[src/design/roadf_consts.svh]
`ifndef ROADF_CONSTS_SVH
`define ROADF_CONSTS_SVH

// SDRAM word offsets of the ROM regions
`define ROADF_SCR_START  22'h00_8000
`define ROADF_OBJ_START  22'h00_C000
`define ROADF_PCM_START  22'h01_4000    // Graphics region ends here

// Loader byte address of the first PROM
`define ROADF_PROM_START 25'h004_0000

// Address widths
`define ROADF_SDRAM_AW   22             // SDRAM word address
`define ROADF_IOCTL_AW   25             // Loader byte address
`define ROADF_SLOT_AW    16             // Fetcher address, payload units

`endif
[src/design/roadf_dwnld_pkg.sv]
`default_nettype none

`include "roadf_consts.svh"

package roadf_dwnld_pkg;

    // One byte from the ROM loader
    typedef struct packed {
        logic                       wr;
        logic [`ROADF_IOCTL_AW-1:0] addr;
        logic [7:0]                 dout;
    } ioctl_wr_t;

    // One programming write to SDRAM or PROM
    typedef struct packed {
        logic                       we;
        logic                       prom_we;
        logic [`ROADF_SDRAM_AW-1:0] addr;
        logic [7:0]                 data;
        logic [1:0]                 mask;   // Active low byte lanes
    } prog_wr_t;

endpackage

`default_nettype wire

[src/design/roadf_mem_pkg.sv]
`default_nettype none

`include "roadf_consts.svh"

package roadf_mem_pkg;

    // Payload words seen by the fetchers
    typedef logic [15:0] scr_word_t;
    typedef logic [31:0] obj_word_t;

    // Fetcher to slot
    typedef struct packed {
        logic                       cs;
        logic [`ROADF_SLOT_AW-1:0]  addr;   // In payload units
    } slot_req_t;

    // Slot to arbiter and held until done
    typedef struct packed {
        logic                       req;
        logic [`ROADF_SDRAM_AW-1:0] addr;   // SDRAM word address
    } sdram_req_t;

    // Arbiter to slot
    typedef struct packed {
        logic                       done;   // One-cycle pulse
        logic [31:0]                data;   // Second word high, first word low
    } sdram_rsp_t;

endpackage

`default_nettype wire

[src/design/roadf_game.sv]
`timescale 1ns/1ps
`default_nettype none

`include "roadf_consts.svh"

module roadf_game (
    input  wire logic                       clk,
    input  wire logic                       rst_n,
    input  wire logic                       downloading,
    // ROM loader
    input  wire roadf_dwnld_pkg::ioctl_wr_t ioctl,
    output wire roadf_dwnld_pkg::prog_wr_t  prog,
    // Scroll fetcher
    input  wire roadf_mem_pkg::slot_req_t   scr,
    output wire roadf_mem_pkg::scr_word_t   scr_data,
    output wire logic                       scr_ok,
    // Object fetcher
    input  wire roadf_mem_pkg::slot_req_t   obj,
    output wire roadf_mem_pkg::obj_word_t   obj_data,
    output wire logic                       obj_ok,
    // SDRAM
    output wire logic                       sdram_req,
    output wire logic [`ROADF_SDRAM_AW-1:0] sdram_addr,
    input  wire logic                       sdram_ack,
    input  wire logic                       data_dst,
    input  wire logic                       data_rdy,
    input  wire logic [15:0]                data_read
);
    import roadf_mem_pkg::*;

    localparam logic [`ROADF_SDRAM_AW-1:0] SCR_START = `ROADF_SCR_START;
    localparam logic [`ROADF_SDRAM_AW-1:0] OBJ_START = `ROADF_OBJ_START;

    sdram_req_t scr_sdram;
    sdram_req_t obj_sdram;
    sdram_rsp_t scr_rsp;
    sdram_rsp_t obj_rsp;

    roadf_rom_slot #(.data_t(scr_word_t), .OFFSET(SCR_START)) u_scr (
        .clk    ( clk       ),
        .rst_n  ( rst_n     ),
        .slot   ( scr       ),
        .data   ( scr_data  ),
        .ok     ( scr_ok    ),
        .sdram  ( scr_sdram ),
        .rsp    ( scr_rsp   )
    );

    roadf_rom_slot #(.data_t(obj_word_t), .OFFSET(OBJ_START)) u_obj (
        .clk    ( clk       ),
        .rst_n  ( rst_n     ),
        .slot   ( obj       ),
        .data   ( obj_data  ),
        .ok     ( obj_ok    ),
        .sdram  ( obj_sdram ),
        .rsp    ( obj_rsp   )
    );

    roadf_sdram_arb u_arb (
        .clk         ( clk         ),
        .rst_n       ( rst_n       ),
        .downloading ( downloading ),
        .scr_req     ( scr_sdram   ),   // Higher priority
        .obj_req     ( obj_sdram   ),
        .scr_rsp     ( scr_rsp     ),
        .obj_rsp     ( obj_rsp     ),
        .sdram_req   ( sdram_req   ),
        .sdram_addr  ( sdram_addr  ),
        .sdram_ack   ( sdram_ack   ),
        .data_dst    ( data_dst    ),
        .data_rdy    ( data_rdy    ),
        .data_read   ( data_read   )
    );

    roadf_dwnld u_dwnld (
        .clk    ( clk   ),
        .rst_n  ( rst_n ),
        .ioctl  ( ioctl ),
        .prog   ( prog  )
    );

endmodule

`default_nettype wire

[src/design/roadf_dwnld.sv]
`timescale 1ns/1ps
`default_nettype none

`include "roadf_consts.svh"

module roadf_dwnld (
    input  wire logic                       clk,
    input  wire logic                       rst_n,
    input  wire roadf_dwnld_pkg::ioctl_wr_t ioctl,
    output roadf_dwnld_pkg::prog_wr_t       prog
);
    import roadf_dwnld_pkg::*;

    localparam int WAW = `ROADF_IOCTL_AW - 1;   // Loader word address width

    localparam logic [`ROADF_SDRAM_AW-1:0] SCR_START  = `ROADF_SCR_START;
    localparam logic [`ROADF_SDRAM_AW-1:0] PCM_START  = `ROADF_PCM_START;
    localparam logic [`ROADF_IOCTL_AW-1:0] PROM_START = `ROADF_PROM_START;

    logic                       is_prom;
    logic                       is_gfx;
    logic [WAW-1:0]             word_addr;
    logic [`ROADF_IOCTL_AW-1:0] prom_addr;
    logic [7:0]                 byte_out;
    logic [1:0]                 lane_mask;
    logic                       we_q;
    logic                       prom_we_q;
    logic [`ROADF_SDRAM_AW-1:0] addr_q;
    logic [7:0]                 data_q;
    logic [1:0]                 mask_q;

    assign is_prom   = ioctl.addr >= PROM_START;
    assign word_addr = ioctl.addr[`ROADF_IOCTL_AW-1:1];
    assign prom_addr = ioctl.addr - PROM_START;

    // Graphics ROMs are stored with swapped nibbles
    assign is_gfx = !is_prom && (word_addr >= WAW'(SCR_START)) &&
                    (word_addr < WAW'(PCM_START));

    assign byte_out  = is_gfx ? {ioctl.dout[3:0], ioctl.dout[7:4]} : ioctl.dout;
    assign lane_mask = ioctl.addr[0] ? 2'b01 : 2'b10;  // Odd bytes go high

    always_ff @(posedge clk) begin
        if (!rst_n) begin
            we_q      <= 1'b0;
            prom_we_q <= 1'b0;
        end else begin
            we_q      <= ioctl.wr && !is_prom;
            prom_we_q <= ioctl.wr &&  is_prom;
        end
    end

    always_ff @(posedge clk) begin
        if (ioctl.wr) begin
            addr_q <= is_prom ? prom_addr[`ROADF_SDRAM_AW-1:0]
                              : word_addr[`ROADF_SDRAM_AW-1:0];
            data_q <= byte_out;
            mask_q <= lane_mask;
        end
    end

    assign prog = prog_wr_t'{
        we:      we_q,
        prom_we: prom_we_q,
        addr:    addr_q,
        data:    data_q,
        mask:    mask_q
    };

endmodule

`default_nettype wire

[src/design/roadf_sdram_arb.sv]
`timescale 1ns/1ps
`default_nettype none

`include "roadf_consts.svh"

module roadf_sdram_arb (
    input  wire logic                       clk,
    input  wire logic                       rst_n,
    input  wire logic                       downloading,
    input  wire roadf_mem_pkg::sdram_req_t  scr_req,
    input  wire roadf_mem_pkg::sdram_req_t  obj_req,
    output roadf_mem_pkg::sdram_rsp_t       scr_rsp,
    output roadf_mem_pkg::sdram_rsp_t       obj_rsp,
    output logic                            sdram_req,
    output logic [`ROADF_SDRAM_AW-1:0]      sdram_addr,
    input  wire logic                       sdram_ack,
    input  wire logic                       data_dst,
    input  wire logic                       data_rdy,
    input  wire logic [15:0]                data_read
);
    import roadf_mem_pkg::*;

    typedef enum logic [1:0] {
        ST_IDLE,
        ST_REQ,     // Waiting for ack
        ST_FIRST,   // Waiting for data_dst
        ST_SECOND   // Waiting for data_rdy
    } state_t;

    state_t      state;
    logic        sel_obj;     // Granted slot
    logic        done_q;
    logic        start;
    logic [15:0] first_word;
    logic [31:0] burst;

    // The slot still shows its old request in the done cycle
    assign start = (state == ST_IDLE) && !downloading && !done_q &&
                   (scr_req.req || obj_req.req);

    always_ff @(posedge clk) begin
        if (!rst_n) begin
            state     <= ST_IDLE;
            sdram_req <= 1'b0;
            sel_obj   <= 1'b0;
            done_q    <= 1'b0;
        end else begin
            done_q <= 1'b0;
            case (state)
                ST_IDLE: begin
                    if (start) begin
                        sel_obj   <= !scr_req.req;  // Scroll wins ties
                        sdram_req <= 1'b1;
                        state     <= ST_REQ;
                    end
                end
                ST_REQ: begin
                    if (sdram_ack) begin
                        sdram_req <= 1'b0;
                        state     <= ST_FIRST;
                    end
                end
                ST_FIRST: begin
                    if (data_dst) state <= ST_SECOND;
                end
                ST_SECOND: begin
                    if (data_rdy) begin
                        done_q <= 1'b1;
                        state  <= ST_IDLE;
                    end
                end
                default: state <= ST_IDLE;
            endcase
        end
    end

    always_ff @(posedge clk) begin
        if (start) begin
            sdram_addr <= scr_req.req ? scr_req.addr : obj_req.addr;
        end
        if (state == ST_FIRST && data_dst) begin
            first_word <= data_read;
        end
        if (state == ST_SECOND && data_rdy) begin
            burst <= {data_read, first_word};
        end
    end

    assign scr_rsp = sdram_rsp_t'{done: done_q && !sel_obj, data: burst};
    assign obj_rsp = sdram_rsp_t'{done: done_q &&  sel_obj, data: burst};

endmodule

`default_nettype wire

[src/design/roadf_rom_slot.sv]
`timescale 1ns/1ps
`default_nettype none

`include "roadf_consts.svh"

module roadf_rom_slot #(
    parameter type                        data_t = logic [15:0],
    parameter logic [`ROADF_SDRAM_AW-1:0] OFFSET = '0
) (
    input  wire logic                      clk,
    input  wire logic                      rst_n,
    input  wire roadf_mem_pkg::slot_req_t  slot,
    output data_t                          data,
    output logic                           ok,
    output roadf_mem_pkg::sdram_req_t      sdram,
    input  wire roadf_mem_pkg::sdram_rsp_t rsp
);
    import roadf_mem_pkg::*;

    localparam int DW    = $bits(data_t);
    localparam int SHIFT = (DW > 16) ? 1 : 0;  // 32-bit payloads take two words

    logic [`ROADF_SLOT_AW-1:0]  cache_addr;
    logic                       cache_valid;
    data_t                      cache_data;
    logic                       ok_q;
    logic                       hit;
    logic                       miss;
    logic                       fill;
    logic                       req_on;
    logic [`ROADF_SDRAM_AW-1:0] req_addr;
    logic [`ROADF_SDRAM_AW-1:0] word_addr;

    assign hit  = cache_valid && (cache_addr == slot.addr);
    assign miss = slot.cs && !hit && !req_on;   // Start a new request
    assign fill = req_on && rsp.done;

    // Scale payload address to SDRAM words
    assign word_addr = OFFSET + (`ROADF_SDRAM_AW'(slot.addr) << SHIFT);

    always_ff @(posedge clk) begin
        if (!rst_n) begin
            cache_valid <= 1'b0;
            ok_q        <= 1'b0;
            req_on      <= 1'b0;
        end else begin
            // Fill counts as a hit so ok follows done by one cycle
            ok_q <= slot.cs && (hit || fill);
            if (miss) begin
                req_on <= 1'b1;
            end else if (fill) begin
                req_on      <= 1'b0;
                cache_valid <= 1'b1;
            end
        end
    end

    always_ff @(posedge clk) begin
        if (miss) begin
            req_addr <= word_addr;
        end
        if (fill) begin
            cache_addr <= slot.addr;                  // Fetcher holds addr until ok
            cache_data <= data_t'(rsp.data[DW-1:0]);  // Low word only for 16 bits
        end
    end

    assign sdram = sdram_req_t'{req: req_on, addr: req_addr};
    assign data  = cache_data;
    assign ok    = ok_q && slot.cs && hit;

endmodule

`default_nettype wire

[config.mk]
export PLATFORM = sky130hd
export DESIGN_NAME = roadf_game
export DESIGN_NICKNAME = d
export VERILOG_FILES = /design/src/design/roadf_dwnld_pkg.sv /design/src/design/roadf_mem_pkg.sv /design/src/design/roadf_game.sv /design/src/design/roadf_dwnld.sv /design/src/design/roadf_sdram_arb.sv /design/src/design/roadf_rom_slot.sv
export VERILOG_INCLUDE_DIRS = /design/src /design/src/design
export SDC_FILE = /design/constraint.sdc
export NUM_CORES = 1
export LEC_CHECK = 0
export ABC_AREA = 0
export BUFFER_PORTS_ARGS = -buffer_cell sky130_fd_sc_hd__buf_2
export CAP_MARGIN = 10
export CORE_MARGIN = 2
export CORE_UTILIZATION = 30
export DETAILED_ROUTE_END_ITERATION = 12
export SLEW_MARGIN = 20
export SYNTH_ARGS = -nofsm -noshare
export SYNTH_HDL_FRONTEND = slang
export SYNTH_SLANG_ARGS = --single-unit
[constraint.sdc]
create_clock -name clk -period 4 [get_ports clk]
set_clock_uncertainty 0.05 [all_clocks]
set_input_delay 0.8 -clock clk [delete_from_list [all_inputs] [get_ports clk]]
set_output_delay 0.8 -clock clk [all_outputs]
set_load 0.02 [all_outputs]
Word level (Yosys, flattened, before mapping)

Cells that the tools add are included.

Reductions and logical operators: 46
Equality and inequality tests: 9
Order comparisons: 3
Bitwise logic cells: 2
$add $sub $neg: 3
Muxes and demuxes: 17

Operators by type and width:

| operator                 | count |
|---|---|
| $mux W22                 | 2 |
| $eq A16 B16 Y1           | 2 |
| $ge A25 B19 Y1 const B   | 1 |
| $logic_and A1 B1 Y1      | 25 |
| $ge A24 B16 Y1 const B   | 1 |
| $lt A24 B17 Y1 const B   | 1 |
| $sub A22 B19 Y22 const B | 1 |
| $add A16 B17 Y18 const A | 1 |
| $add A16 B16 Y17 const A | 1 |
| $mux W2                  | 5 |
| $logic_not A1 Y1         | 8 |
| $mux W8                  | 1 |
| $pmux W2 S4              | 1 |
| $reduce_and A2 Y1        | 4 |
| $mux W1                  | 7 |
| $ne A2 B2 Y1 const B     | 3 |
| $reduce_bool A2 Y1       | 3 |
| $eq A2 B2 Y1 const B     | 2 |
| $reduce_and A4 Y1        | 1 |
| $logic_or A1 B1 Y1       | 3 |
| $reduce_and A3 Y1        | 1 |
| $eq A2 B1 Y1 const B     | 1 |
| $logic_not A2 Y1         | 1 |
| $ne A2 B1 Y1 const B     | 1 |
| other kinds (2)          | 3 |

Bits of input ports: 90
Output and inout bits: 107
Register bits: 239
Logic and storage cells: 104

Depth between registers and ports, before layout

Gate-level depths: netlist (run 1).

Depth in word-level cells: 7
Mapped depth: 8
Gate-level depth less buffers: 6

By module

Synthesis (run 1) repeated with hierarchy kept, for this count alone.

Cells, all modules: 479
Area, all modules: 8,782.2 um2

By module, submodules not included:

| module                  | area each (um2) | cells each | times used | seq. area each (um2) |
|---|---|---|---|---|
| roadf_sdram_arb         | 2,945.3         | 167        | 1          | 2,202.1 |
| roadf_rom_slot at u_obj | 2,386.0         | 120        | 1          | 2,011.9 |
| roadf_rom_slot at u_scr | 1,876.8         | 98         | 1          | 1,531.5 |
| roadf_dwnld             | 1,574.0         | 94         | 1          | 1,001.0 |

Worst setup path before layout (run 1)

No wires, ideal clock.

Path kind: input-to-reg
Start point: input port downloading
End point: register u_arb.sdram_req
Data arrival time: 3,365 ps
Setup slack: 511 ps
Stages: 3
Buffers on the path: 0
Setup time: 74 ps
Data required time: 3,876 ps
Path through: nor4b_1 -> o21ai_0 -> a21oi_1

Cells in the longest elaborated chain, start to end: 6

RTL lines:

| item                             | RTL line              | source |
|---|---|---|
| from (decl)                      | roadf_game.sv:9       | `input wire logic downloading,` |
| $logic_not A1 Y1                 | roadf_sdram_arb.sv:38 | `assign start = (state == ST_IDLE) && !downloading && !done_q &&` |
| $logic_and A1 B1 Y1 (3 in a row) | roadf_sdram_arb.sv:38 |  |
| $ne A2 B1 Y1 (no line)           | --                    |  |
| $reduce_and A3 Y1 (no line)      | --                    |  |
| to (signal assigned)             | roadf_sdram_arb.sv:44 | `sdram_req <= 1'b0;` |
| to (signal assigned)             | roadf_sdram_arb.sv:53 | `sdram_req <= 1'b1;` |
| to (signal assigned)             | roadf_sdram_arb.sv:59 | `sdram_req <= 1'b0;` |
| to (decl)                        | roadf_sdram_arb.sv:14 | `output logic sdram_req,` |

No other way between the ends.
A chain may end at the register's enable or synchronous reset.

Worst setup path in the final report (run 1)

Start point: input port scr[0] (netlist bit)
End point: output port scr_ok

Cells in the longest elaborated chain, start to end: 3

RTL lines:

| item                | RTL line             | source |
|---|---|---|
| from (decl)         | roadf_game.sv:14     | `input wire roadf_mem_pkg::slot_req_t scr,` |
| $eq A16 B16 Y1      | roadf_rom_slot.sv:34 | `assign hit = cache_valid && (cache_addr == slot.addr);` |
| $logic_and A1 B1 Y1 | roadf_rom_slot.sv:34 |  |
| $logic_and A1 B1 Y1 | roadf_rom_slot.sv:70 | `assign ok = ok_q && slot.cs && hit;` |
| to (decl)           | roadf_game.sv:16     | `output wire logic scr_ok,` |

No other way between the ends.

==> qor.csv, run 1 <==
metric,value,unit
status,finished clean,
grt_max_degree,35,
worstHoldPathType,flop to flop,
syn_to_final_growth,27.1,%
cts.reportedPaths.clkPinSlew,0.06,ns
globalRouteOverflowTotal,0,
drive_gt1_frac,0.424,
cts.htree.levels,1,
pre_cts_slack,0.884,ns
cts_buffer_depth,3,
route.detailed.drc,0,
crit_buf_inv,2,
end_kind,output port,
slowest_stage,nor4_1,
ff2ff_setup_slack,1.82,ns
fp-row-count,60,
synth_top_family_by_area,multiplexers,
synth_xor_area_frac,0.0361,
port_buffers,192,
fmax,317,MHz
drt_first_pass_iters,5,
grt_first_pass_wirelength,25800,um
leakage,3.93,nW
regToRegEndpoint,u_scr.req_addr[3]$_DFFE_PP_,
cts.repair.resized,0,
cts.sinks,225,
ir_drop,282,uV
syn_area,8250,um2
tns,0,ns
insertion_delay,0.52,ns
synthSimpleGateAreaFrac,0.0443,
min_to,u_arb.burst[1]$_DFFE_PP_,
cts-root-buf,clkbuf_16,
power.density,533,nW/um2
synth_adder_area_share,0.0137,
min_period_over_period,0.788,
hold_depth,0,
synth_compound_area_frac,0.0208,
vias,4389,
muxShareOfSynthArea,0.0631,
path_common_cell,buf_2,
initial_core_util,0.306,
post_drt_wl_per_cell,17.4,um
synth_area_per_cell,19.3,um2
finalCriticalPeriod,3.15,ns
cp_slowest_stage_delay,0.60,ns
cts_setup_buffers,0,
cts_buffers,26,
crit_fanout,3,
grtUsageTotal,0.118,
final_hold_viol_count,0,
netlist_instances,427,
ys.warnings.count,0,
synth_top_cell_by_area,edfxtp_1,
hold_start,u_arb.first_word[1]$_DFFE_PP_,
yosysSeqAreaShare,0.804,
start_kind,input pin,
die_x,170,um
die_y,170,um
tightest_slew,0.990,ns
synth_cell_type_count,44,
crit_family,simple AND/OR/NAND/NOR gates,
fin_nets,743,
antenna_left,0,
crit_type,input pin to output port,
reg2reg_depth,5,
grt_antenna_before_repair,0,
setup_viol,0,
fin_ws,0.847,ns
synth_top_area_share,0.772,
r2r_start,u_scr.cache_addr[0]$_DFFE_PP_,
core,27000,um2
synth_seq_cells,225,
gp_congestion,0.710,
maxSlewViolCount,0,
grt_pass1_vias,4451,
ios,197,
drv_cap,0,
wirelength,17400,um
ys_top_cells_by_area,"edfxtp_1 77%, mux2_2 3.8%, dfxtp_1 3.2%",
crit_path_cell_trace,buf_2 -> xor2_1 -> nor4_1 -> nand2_1 -> nor4bb_1 -> buf_2,
relSlewSlack,0.340,
drtIter0Drc,301,
cts_tree,done,
vias_per_cell,4.37,
rsz0062_at_grt,false,
worstPathRequired,3.15,ns
critPathArrivalTime,2.30,ns
hpwl,12000,um
dieArea,28800,um2
cts_hold_buffers,0,
Yosys cell counts:
master	n
or3_1	1
buf_2	1
buf_12	1
nor4bb_1	1
a21o_1	1
nand2b_1	2
and3_1	6
nor2b_1	5
nand2_1	7
o31ai_1	2
o31a_1	2
mux2_2	28
inv_1	14
conb_1	1
and2_1	8
nand3_1	2
a32o_1	2
xnor2_1	11
o221ai_1	1
mux2_4	13
xor2_1	23
edfxtp_1	212
nor4b_1	2
nor2_1	10
a211oi_1	1
nor3_1	6
mux2i_1	1
or4_1	1
or2_0	1
or2_1	1
a311oi_1	1
nor4_1	9
nand4_1	2
ha_1	9
buf_1	2
nor3b_1	1
dfxtp_1	13
o21a_1	1
o21ai_0	6
o221a_2	1
a21oi_1	6
buf_4	7
buf_6	1
a21boi_0	1
cell usage in the layout (no fill, tap or decap), types with 2 or more instances in the layout:
cell type	instances
a21oi_1	5
a32o_1	2
and2_1	8
and3_1	5
buf_2	192
buf_4	5
bufinv_16	3
clkbuf_1	4
clkbuf_16	27
clkinv_1	6
clkinv_2	3
conb_1	4
dfxtp_1	13
edfxtp_1	212
ha_1	9
inv_1	14
inv_6	2
mux2_2	28
mux2_4	13
nand2_1	7
nand2b_1	2
nand3_1	2
nand4_1	2
nor2_1	10
nor2b_1	5
nor3_1	6
nor4_1	9
o21ai_0	6
o31a_1	2
o31ai_1	2
xnor2_1	11
xor2_1	23
state kept, by name (all words and copies together), names as in the netlist, 2 cells and up:
register / count
u_arb.burst: 32
u_obj.req_addr: 17
u_arb.first_word: 16
u_arb.sdram_addr: 18
u_obj.data: 32
u_obj.cache_addr: 16
u_scr.cache_addr: 16
u_dwnld.mask_q: 2
u_dwnld.addr_q: 22
u_scr.req_addr: 17
u_arb.state: 2
u_dwnld.data_q: 8
u_scr.data: 16
per-stage QoR:
step           instances  utilization  hold slack [ns]  total power, mW  instance area [um2]
5_1_grt             1004        0.389            0.369             5.80                10500
2_1_floorplan        430            -            0.350             3.08                 8260
6_report            1005        0.389            0.366             5.59                10500
3_3_place_gp         957        0.357            0.350             3.28                 9620
4_1_cts             1004        0.389            0.368             5.66                10500
3_5_place_dp         957        0.357            0.355             3.29                 9620
final cells by class:
class                      instances  area, um2
fill                            2497      16500
sequential                       225       6630
multi-input combinational        179       1500
timing repair buffer             198       1020
clock buffer                      31        691
tap                              341        427
clock inverter                    16        161
inverter                          14       52.6
antenna                            1       2.50
worst max-delay path by stage:
stage	cells past startpoint	from	to
finish	6	scr[0]	scr_ok
global route	5	u_scr.cache_addr[0]$_DFFE_PP_	scr_ok
CTS	6	scr[15]	scr_ok
detailed placement	6	scr[15]	scr_ok
global placement	6	scr[15]	scr_ok
floorplan	3	downloading	u_arb.sdram_req$_SDFFE_PN0P_
report_power, final:
| part | switching [mW] | internal, mW |
|---|---|---|
| Sequential | 0.0429 | 2.73 |
| Combinational | 0.291 | 0.171 |
| Clock | 0.934 | 1.42 |
| Total | 1.27 | 4.32 |
per-layer routing:
| layer | global-route usage | part of all wire |
|---|---|---|
| met1 | 0.148 | 0.42 |
| met2 | 0.199 | 0.49 |
| met3 | 0.0317 | 0.064 |
| met4 | 0.0357 | 0.026 |
| met5 | 0 | 0 |
cell families after synthesis:
group	after synthesis
DFF	225
and+or+nand+nor	65
muxes	42
xor gates and xnor gates	34
buffers and inverters	26
AOI/OAI and AO/OA	25
adders and majority gates	9
other	1
No activity file was read; power rests on OpenSTA's default activity.
==> run 2: changes to the inputs <==
- ABC_AREA: 0 -> 1
- clock period: 4 -> 3 ns (I/O delays scaled with it)
==> qor.csv, run 2 <==
metric,value,unit,change
final_cell_mix,"212 x edfxtp_1, 192 x buf_2, 165 x nand2_1",,"was 212 x edfxtp_1, 192 x buf_2, 28 x mux2_2"
setup_viol,0,,unchanged
cts.repair.resized,0,,unchanged
end_kind,output port,,unchanged
worstPathRequired,2.35,ns,was 3.15 ns
cts_tree,done,,unchanged
worstHoldPathType,input pin to flop,,was flop to flop
hpwl,13500,um,was 12000 um
drv_cap,0,,unchanged
async_flop_share,0,,unchanged
total_power,7.45,mW,was 5.59 mW
fp-row-count,61,,was 60
min_period_over_period,0.850,,
p_int,5.70,mW,was 4.32 mW
tightest_slew,0.763,ns,was 0.990 ns
cts.reportedPaths.clkPinSlew,0.06,ns,about the same
slowest_stage,edfxtp_1,,was nor4_1
crit_buf_inv,1,,was 2
synth_edf_count,212,,unchanged
ys.warnings.count,0,,unchanged
globalRouteOverflowTotal,0,,unchanged
fmax,392,MHz,
drtIter0Drc,286,,was 301
gp_congestion,0.818,,was 0.710
cts_buffers,26,,unchanged
syn_to_final_growth,27.0,%,was 27.1%
post_dp_cell_area,10000,um2,was 9620 um2
synth_cell_type_count,30,,was 44
path_common_cell,nand2_1,,was buf_2
yosysSeqAreaShare,0.775,,was 0.804
synth-main-ff-cell,edfxtp_1,,unchanged
cts.htree.levels,1,,unchanged
power.density,685,nW/um2,was 533 nW/um2
switching_share,0.234,,was 0.227
synth_area_per_cell,13.2,um2,was 19.3 um2
core,27900,um2,was 27000 um2
rsz0062_at_grt,false,,unchanged
ios,197,,unchanged
leakage,4.57,nW,was 3.93 nW
cts.sinks,225,,unchanged
dieArea,29900,um2,was 28800 um2
ir_drop,663,uV,was 282 uV
grt_first_pass_wirelength,29500,um,was 25800 um
holdWs,0.200,ns,was 0.366 ns
final_cell_area,10900,um2,was 10500 um2
cp_slowest_stage_delay,0.39,ns,was 0.60 ns
maxSlewViolCount,0,,unchanged
cts_setup_buffers,0,,unchanged
yosysMostFrequentCell,edfxtp_1,,unchanged
layout_commonest_cell,edfxtp_1,,unchanged
grt_antenna_before_repair,4,,was 0
finalCriticalPeriod,2.55,ns,
die_y,173,um,was 170 um
synth_seq_cells,225,,unchanged
initial_core_util,0.306,,about the same
start_kind,flop,,was input pin
yosys-top-cells-count,"212 x edfxtp_1, 165 x nand2_1, 96 x inv_1",,"was 212 x edfxtp_1, 28 x mux2_2, 23 x xor2_1"
crit_fanout,3,,unchanged
tns,0,ns,unchanged
post_drt_wl_per_cell,14.8,um,was 17.4 um
die_x,173,um,was 170 um
fin_nets,968,,was 743
critPathArrivalTime,1.90,ns,was 2.30 ns
cts_hold_buffers,0,,unchanged
port_buffers,192,,unchanged
p_comb_frac,0.085,,was 0.083
final_hold_viol_count,0,,unchanged
synth_top_cell_by_area,edfxtp_1,,unchanged
netlist_instances,650,,was 427
seqPwrFrac,0.497,,was 0.495
grt_max_degree,50,,was 35
pre_cts_slack,0.554,ns,was 0.884 ns
crit_type,flop to output port,,was input pin to output port
p_sw,1.74,mW,was 1.27 mW
grtUsageTotal,0.125,,was 0.118
vias,5323,,was 4389
ys_top_cells_by_area,"edfxtp_1 74%, nand2_1 7.2%, inv_1 4.2%",,"was edfxtp_1 77%, mux2_2 3.8%, dfxtp_1 3.2%"
clkPwrFrac,0.418,,was 0.422
fin_ws,0.450,ns,was 0.847 ns
grt_pass1_vias,5367,,was 4451
synth_top_area_share,0.744,,was 0.772
crit_family,simple AND/OR/NAND/NOR gates,,unchanged
wirelength,18700,um,was 17400 um
finish.utilization,0.389,,about the same
final_cells,1268,,was 1005
syn_area,8550,um2,was 8250 um2
crit_path_cell_trace,nand2_1 -> nand2_1 -> nor2_1 -> nand2_1 -> nor2_1 -> nand3_1 -> nor3b_1 -> buf_2,,was buf_2 -> xor2_1 -> nor4_1 -> nand2_1 -> nor4bb_1 -> buf_2
relSlewSlack,0.491,,was 0.340
insertion_delay,0.54,ns,was 0.52 ns
cts-root-buf,clkbuf_16,,unchanged
dpl.cell_count,1219,,was 957
drive_gt1_frac,0.285,,was 0.424
drt_first_pass_iters,4,,was 5
antenna_left,0,,unchanged
cts_buffer_depth,3,,unchanged
status,finished clean,,unchanged
vias_per_cell,4.20,,was 4.37
route.detailed.drc,0,,unchanged
## run 2: changes by cell type in the layout (fill, tap and decap cells not counted), moves of 6 or more
cell     previous run  this run
nor4_1              9         0
a21oi_1             5        11
inv_1              14        96
xor2_1             23         1
mux2_2             28         0
o21ai_0             6        29
and2_1              8         0
nor2_1             10        42
nand3_1             2        20
mux2_4             13         0
nand2_1             7       165
## run 2: layer usage
metal	GRT usage	part of all wire	vias to the layer above
met5	0	0.00059	-
met4	0.0406	0.026	2
met3	0.0376	0.075	29
met2	0.209	0.48	167
met1	0.155	0.42	2515
li1	-	-	2610
## run 2: kinds of logic (layout without fill, tap and decap cells)
family,Yosys count,after routing,synth area share
AO/OA/AOI/OAI,44,44,0.0268
adder cells (fa/ha/maj),9,9,0.0132
flip-flops,225,225,0.775
buffers and inverters,111,346,0.0535
AND/OR/NAND/NOR,249,249,0.120
XOR/XNOR,11,11,0.0113
other,1,6,0.000438
## run 2: final timing paths
| path | start | end | slack, ns | cells past startpoint |
|---|---|---|---|---|
| setup reg to reg | u_obj.cache_addr[7]$_DFFE_PP_ | u_obj.req_addr[11]$_DFFE_PP_ | 1.12 | 7 |
| hold reg to reg | u_arb.burst[16]$_DFFE_PP_ | u_obj.data[16]$_DFFE_PP_ | 0.37 | 0 |
| hold / removal | data_read[3] | u_arb.first_word[3]$_DFFE_PP_ | 0.20 | 1 |
| setup / recovery | u_obj.cache_addr[0]$_DFFE_PP_ | obj_ok | 0.45 | 8 |
## run 2: power groups by stage
stage | clock (mW) | combinational (mW) | sequential (mW)
after floorplan | 0 | 0.281 | 3.84
after global placement | 0 | 0.628 | 3.76
after detailed placement | 0 | 0.642 | 3.77
after CTS | 3.21 | 0.645 | 3.70
after global routing | 3.34 | 0.714 | 3.72
final | 3.12 | 0.631 | 3.70
## run 2: area by class of cell
class | instances | area (um2)
clock inverters | 19 | 203
multi-input cells | 317 | 1500
fillers | 2733 | 17100
well taps | 378 | 473
diodes | 2 | 5.00
inverters | 98 | 370
repair buffers | 201 | 1030
clock buffers | 28 | 658
flip-flops and latches | 225 | 6630
==> run 3: changes to the inputs <==
==> constraint.sdc (replaced) <==
create_clock -name clk -period 3 [get_ports clk]
set_clock_uncertainty 0.05 [all_clocks]
set_input_delay 0.15 -clock clk [delete_from_list [all_inputs] [get_ports clk]]
set_output_delay 0.15 -clock clk [all_outputs]
set_load 0.02 [all_outputs]
==> qor.csv, run 3 (synthesis gave the netlist of run 2 again) <==
metric,value,unit,change
status,finished clean,,unchanged
final_cell_area,11800,um2,was 10900 um2
final_cell_mix,"212 x edfxtp_1, 192 x buf_2, 165 x nand2_1",,unchanged
crit_path_cell_trace,dlygate4sd3_1 -> buf_2 -> nor2_2 -> nand3_1 -> nor2_1 -> nand3_1 -> nand2_4 -> inv_4 -> nand3_1 -> nand2_1 -> dlygate4sd3_1,,was nand2_1 -> nand2_1 -> nor2_1 -> nand2_1 -> nor2_1 -> nand3_1 -> nor3b_1 -> buf_2
fin_ws,0.656,ns,was 0.450 ns
wl_met1,8290,um,was 7850 um
antenna_left,0,,unchanged
nFillCells,2637,,was 2733
ir_drop,414,uV,was 663 uV
critPathArrivalTime,2.56,ns,was 1.90 ns
grt_pass1_vias,5848,,was 5367
globalRouteOverflowTotal,0,,unchanged
ios,197,,unchanged
cts_buffers,26,,unchanged
grtUsageTotal,0.131,,was 0.125
layout_commonest_cell,edfxtp_1,,unchanged
grt_max_degree,42,,was 50
drive_gt1_frac,0.251,,was 0.285
wirelength,19600,um,was 18700 um
crit_type,input pin to flop,,was flop to output port
leakage,4.95,nW,was 4.57 nW
r2r_start,u_scr.req_on$_SDFFE_PN0P_,,was u_obj.cache_addr[7]$_DFFE_PP_
setup_viol,0,,unchanged
cts.sinks,225,,unchanged
drtIter0Drc,288,,was 286
pre_cts_slack,0.841,ns,was 0.554 ns
routed-wl-met2,9390,um,was 8970 um
core,27900,um2,unchanged
cts-root-buf,clkbuf_16,,unchanged
cts.reportedPaths.clkPinSlew,0.06,ns,about the same
final_hold_viol_count,0,,unchanged
holdWs,0.106,ns,was 0.200 ns
wl_met3,1340,um,was 1410 um
drv_cap,0,,unchanged
cts.htree.levels,1,,unchanged
reg2reg_depth,7,,unchanged
tightest_slew,0.780,ns,was 0.763 ns
crit_family,buffers and inverters,,was simple AND/OR/NAND/NOR gates
highest_layer,met5,,unchanged
dieArea,29900,um2,unchanged
hold_start,ioctl[27],,was data_read[3]
relSlewSlack,0.480,,was 0.491
hpwl,13400,um,was 13500 um
min_period_over_period,0.781,,was 0.850
crit_fanout,36,,was 3
ff2ff_setup_slack,0.79,ns,was 1.12 ns
drt_first_pass_iters,4,,unchanged
grt_antenna_before_repair,3,,was 4
fin_nets,1063,,was 968
start_kind,input pin,,was flop
vias,5601,,was 5323
rsz0062_at_grt,false,,unchanged
min_to,u_dwnld.addr_q[21]$_DFFE_PP_,,was u_arb.first_word[3]$_DFFE_PP_
worstPathRequired,3.21,ns,was 2.35 ns
syn_to_final_growth,38.1,%,was 27.0%
fmax,427,MHz,was 392 MHz
worstHoldPathType,input pin to flop,,unchanged
tns,0,ns,unchanged
slowest_stage,dlygate4sd3_1,,was edfxtp_1
die_x,173,um,unchanged
vias_per_cell,4.11,,was 4.20
power.density,632,nW/um2,was 685 nW/um2
initial_core_util,0.306,,unchanged
hold_depth,5,,was 1
post_dp_cell_area,9980,um2,was 10000 um2
fp-row-count,61,,unchanged
gp_congestion,0.773,,was 0.818
regToRegEndpoint,u_arb.sdram_req$_SDFFE_PN0P_,,was u_obj.req_addr[11]$_DFFE_PP_
crit_buf_inv,4,,was 1
cp_slowest_stage_delay,0.55,ns,was 0.39 ns
route.detailed.drc,0,,unchanged
post_drt_wl_per_cell,14.4,um,was 14.8 um
grt_first_pass_wirelength,30900,um,was 29500 um
maxSlewViolCount,0,,unchanged
end_kind,flop,,was output port
cts_buffer_depth,3,,unchanged
die_y,173,um,unchanged
port_buffers,192,,unchanged
finalCriticalPeriod,2.34,ns,was 2.55 ns
insertion_delay,0.53,ns,was 0.54 ns
cts_tree,done,,unchanged
cts.repair.resized,0,,unchanged
cts_setup_buffers,0,,unchanged
path_common_cell,nand3_1,,was nand2_1
[run 3: changes by cell type in the layout (fill, tap and decap cells not counted), moves of 3 or more]
cell / previous run / this run
buf_4: 9 / 4
dlygate4sd3_1: 0 / 99
clkinv_1: 6 / 3
clkbuf_1: 2 / 8
[run 3: through the flow]
stage          total power [mW]  std cells  utilization
2_1_floorplan              4.12        653            -
3_3_place_gp               4.38       1215        0.357
3_5_place_dp               4.40       1215        0.357
4_1_cts                    7.57       1362        0.423
5_1_grt                    7.80       1362        0.423
6_report                   7.47       1364        0.423
[run 3: area by class of cell]
type	instances	area (um2)	share of cell area
antenna	2	5.00	0.000424
clock buffer	34	681	0.0576
clock inverter	14	151	0.0128
inverter	98	370	0.0314
multi-input combinational	317	1500	0.127
sequential	225	6630	0.561
tap	378	473	0.0400
timing repair buffer	296	2000	0.169
[run 3: layer usage]
layer / vias to the layer above / GRT usage
met5: - / 0
met4: 2 / 0.0459
met3: 39 / 0.0363
met2: 179 / 0.221
met1: 2576 / 0.160
li1: 2805 / -
[run 3: what timing repair did]
action,4_1_cts,5_1_grt
setup endpoints to repair,0,0
hold endpoints to repair,136,0
hold buffers,99,0
[run 3: how the worst max path moves through the flow]
| stage | start | endpoint | depth (start not counted) |
|---|---|---|---|
| 2_1_floorplan | u_arb.sel_obj$_SDFFE_PN0P_ | u_obj.ok_q$_SDFF_PN0_ | 4 |
| 3_3_place_gp | u_scr.req_on$_SDFFE_PN0P_ | u_arb.sdram_addr[0]$_SDFFCE_PN0P_ | 4 |
| 3_5_place_dp | u_scr.req_on$_SDFFE_PN0P_ | u_arb.sdram_addr[0]$_SDFFCE_PN0P_ | 4 |
| 4_1_cts | ioctl[25] | u_dwnld.data_q[4]$_DFFE_PP_ | 11 |
| 5_1_grt | u_scr.req_on$_SDFFE_PN0P_ | u_arb.sdram_req$_SDFFE_PN0P_ | 7 |
| 6_report | ioctl[25] | u_dwnld.data_q[4]$_DFFE_PP_ | 11 |
[run 3: power by group]
group / switching [mW] / internal, mW / leakage (nW)
registers: 0.0620 / 3.65 / 2.07
clock network: 1.25 / 1.79 / 0.396
logic: 0.447 / 0.279 / 2.49
[run 3: worst reg2reg max path, cell delays in order (launching register included)]
cell and delay [ns]:
dfxtp_1 0.79, nor2_1 0.10, nor3_1 0.16, nand2_1 0.15
nor2_1 0.11, o21ai_0 0.09, a31oi_1 0.15, dlygate4sd3_1 0.56
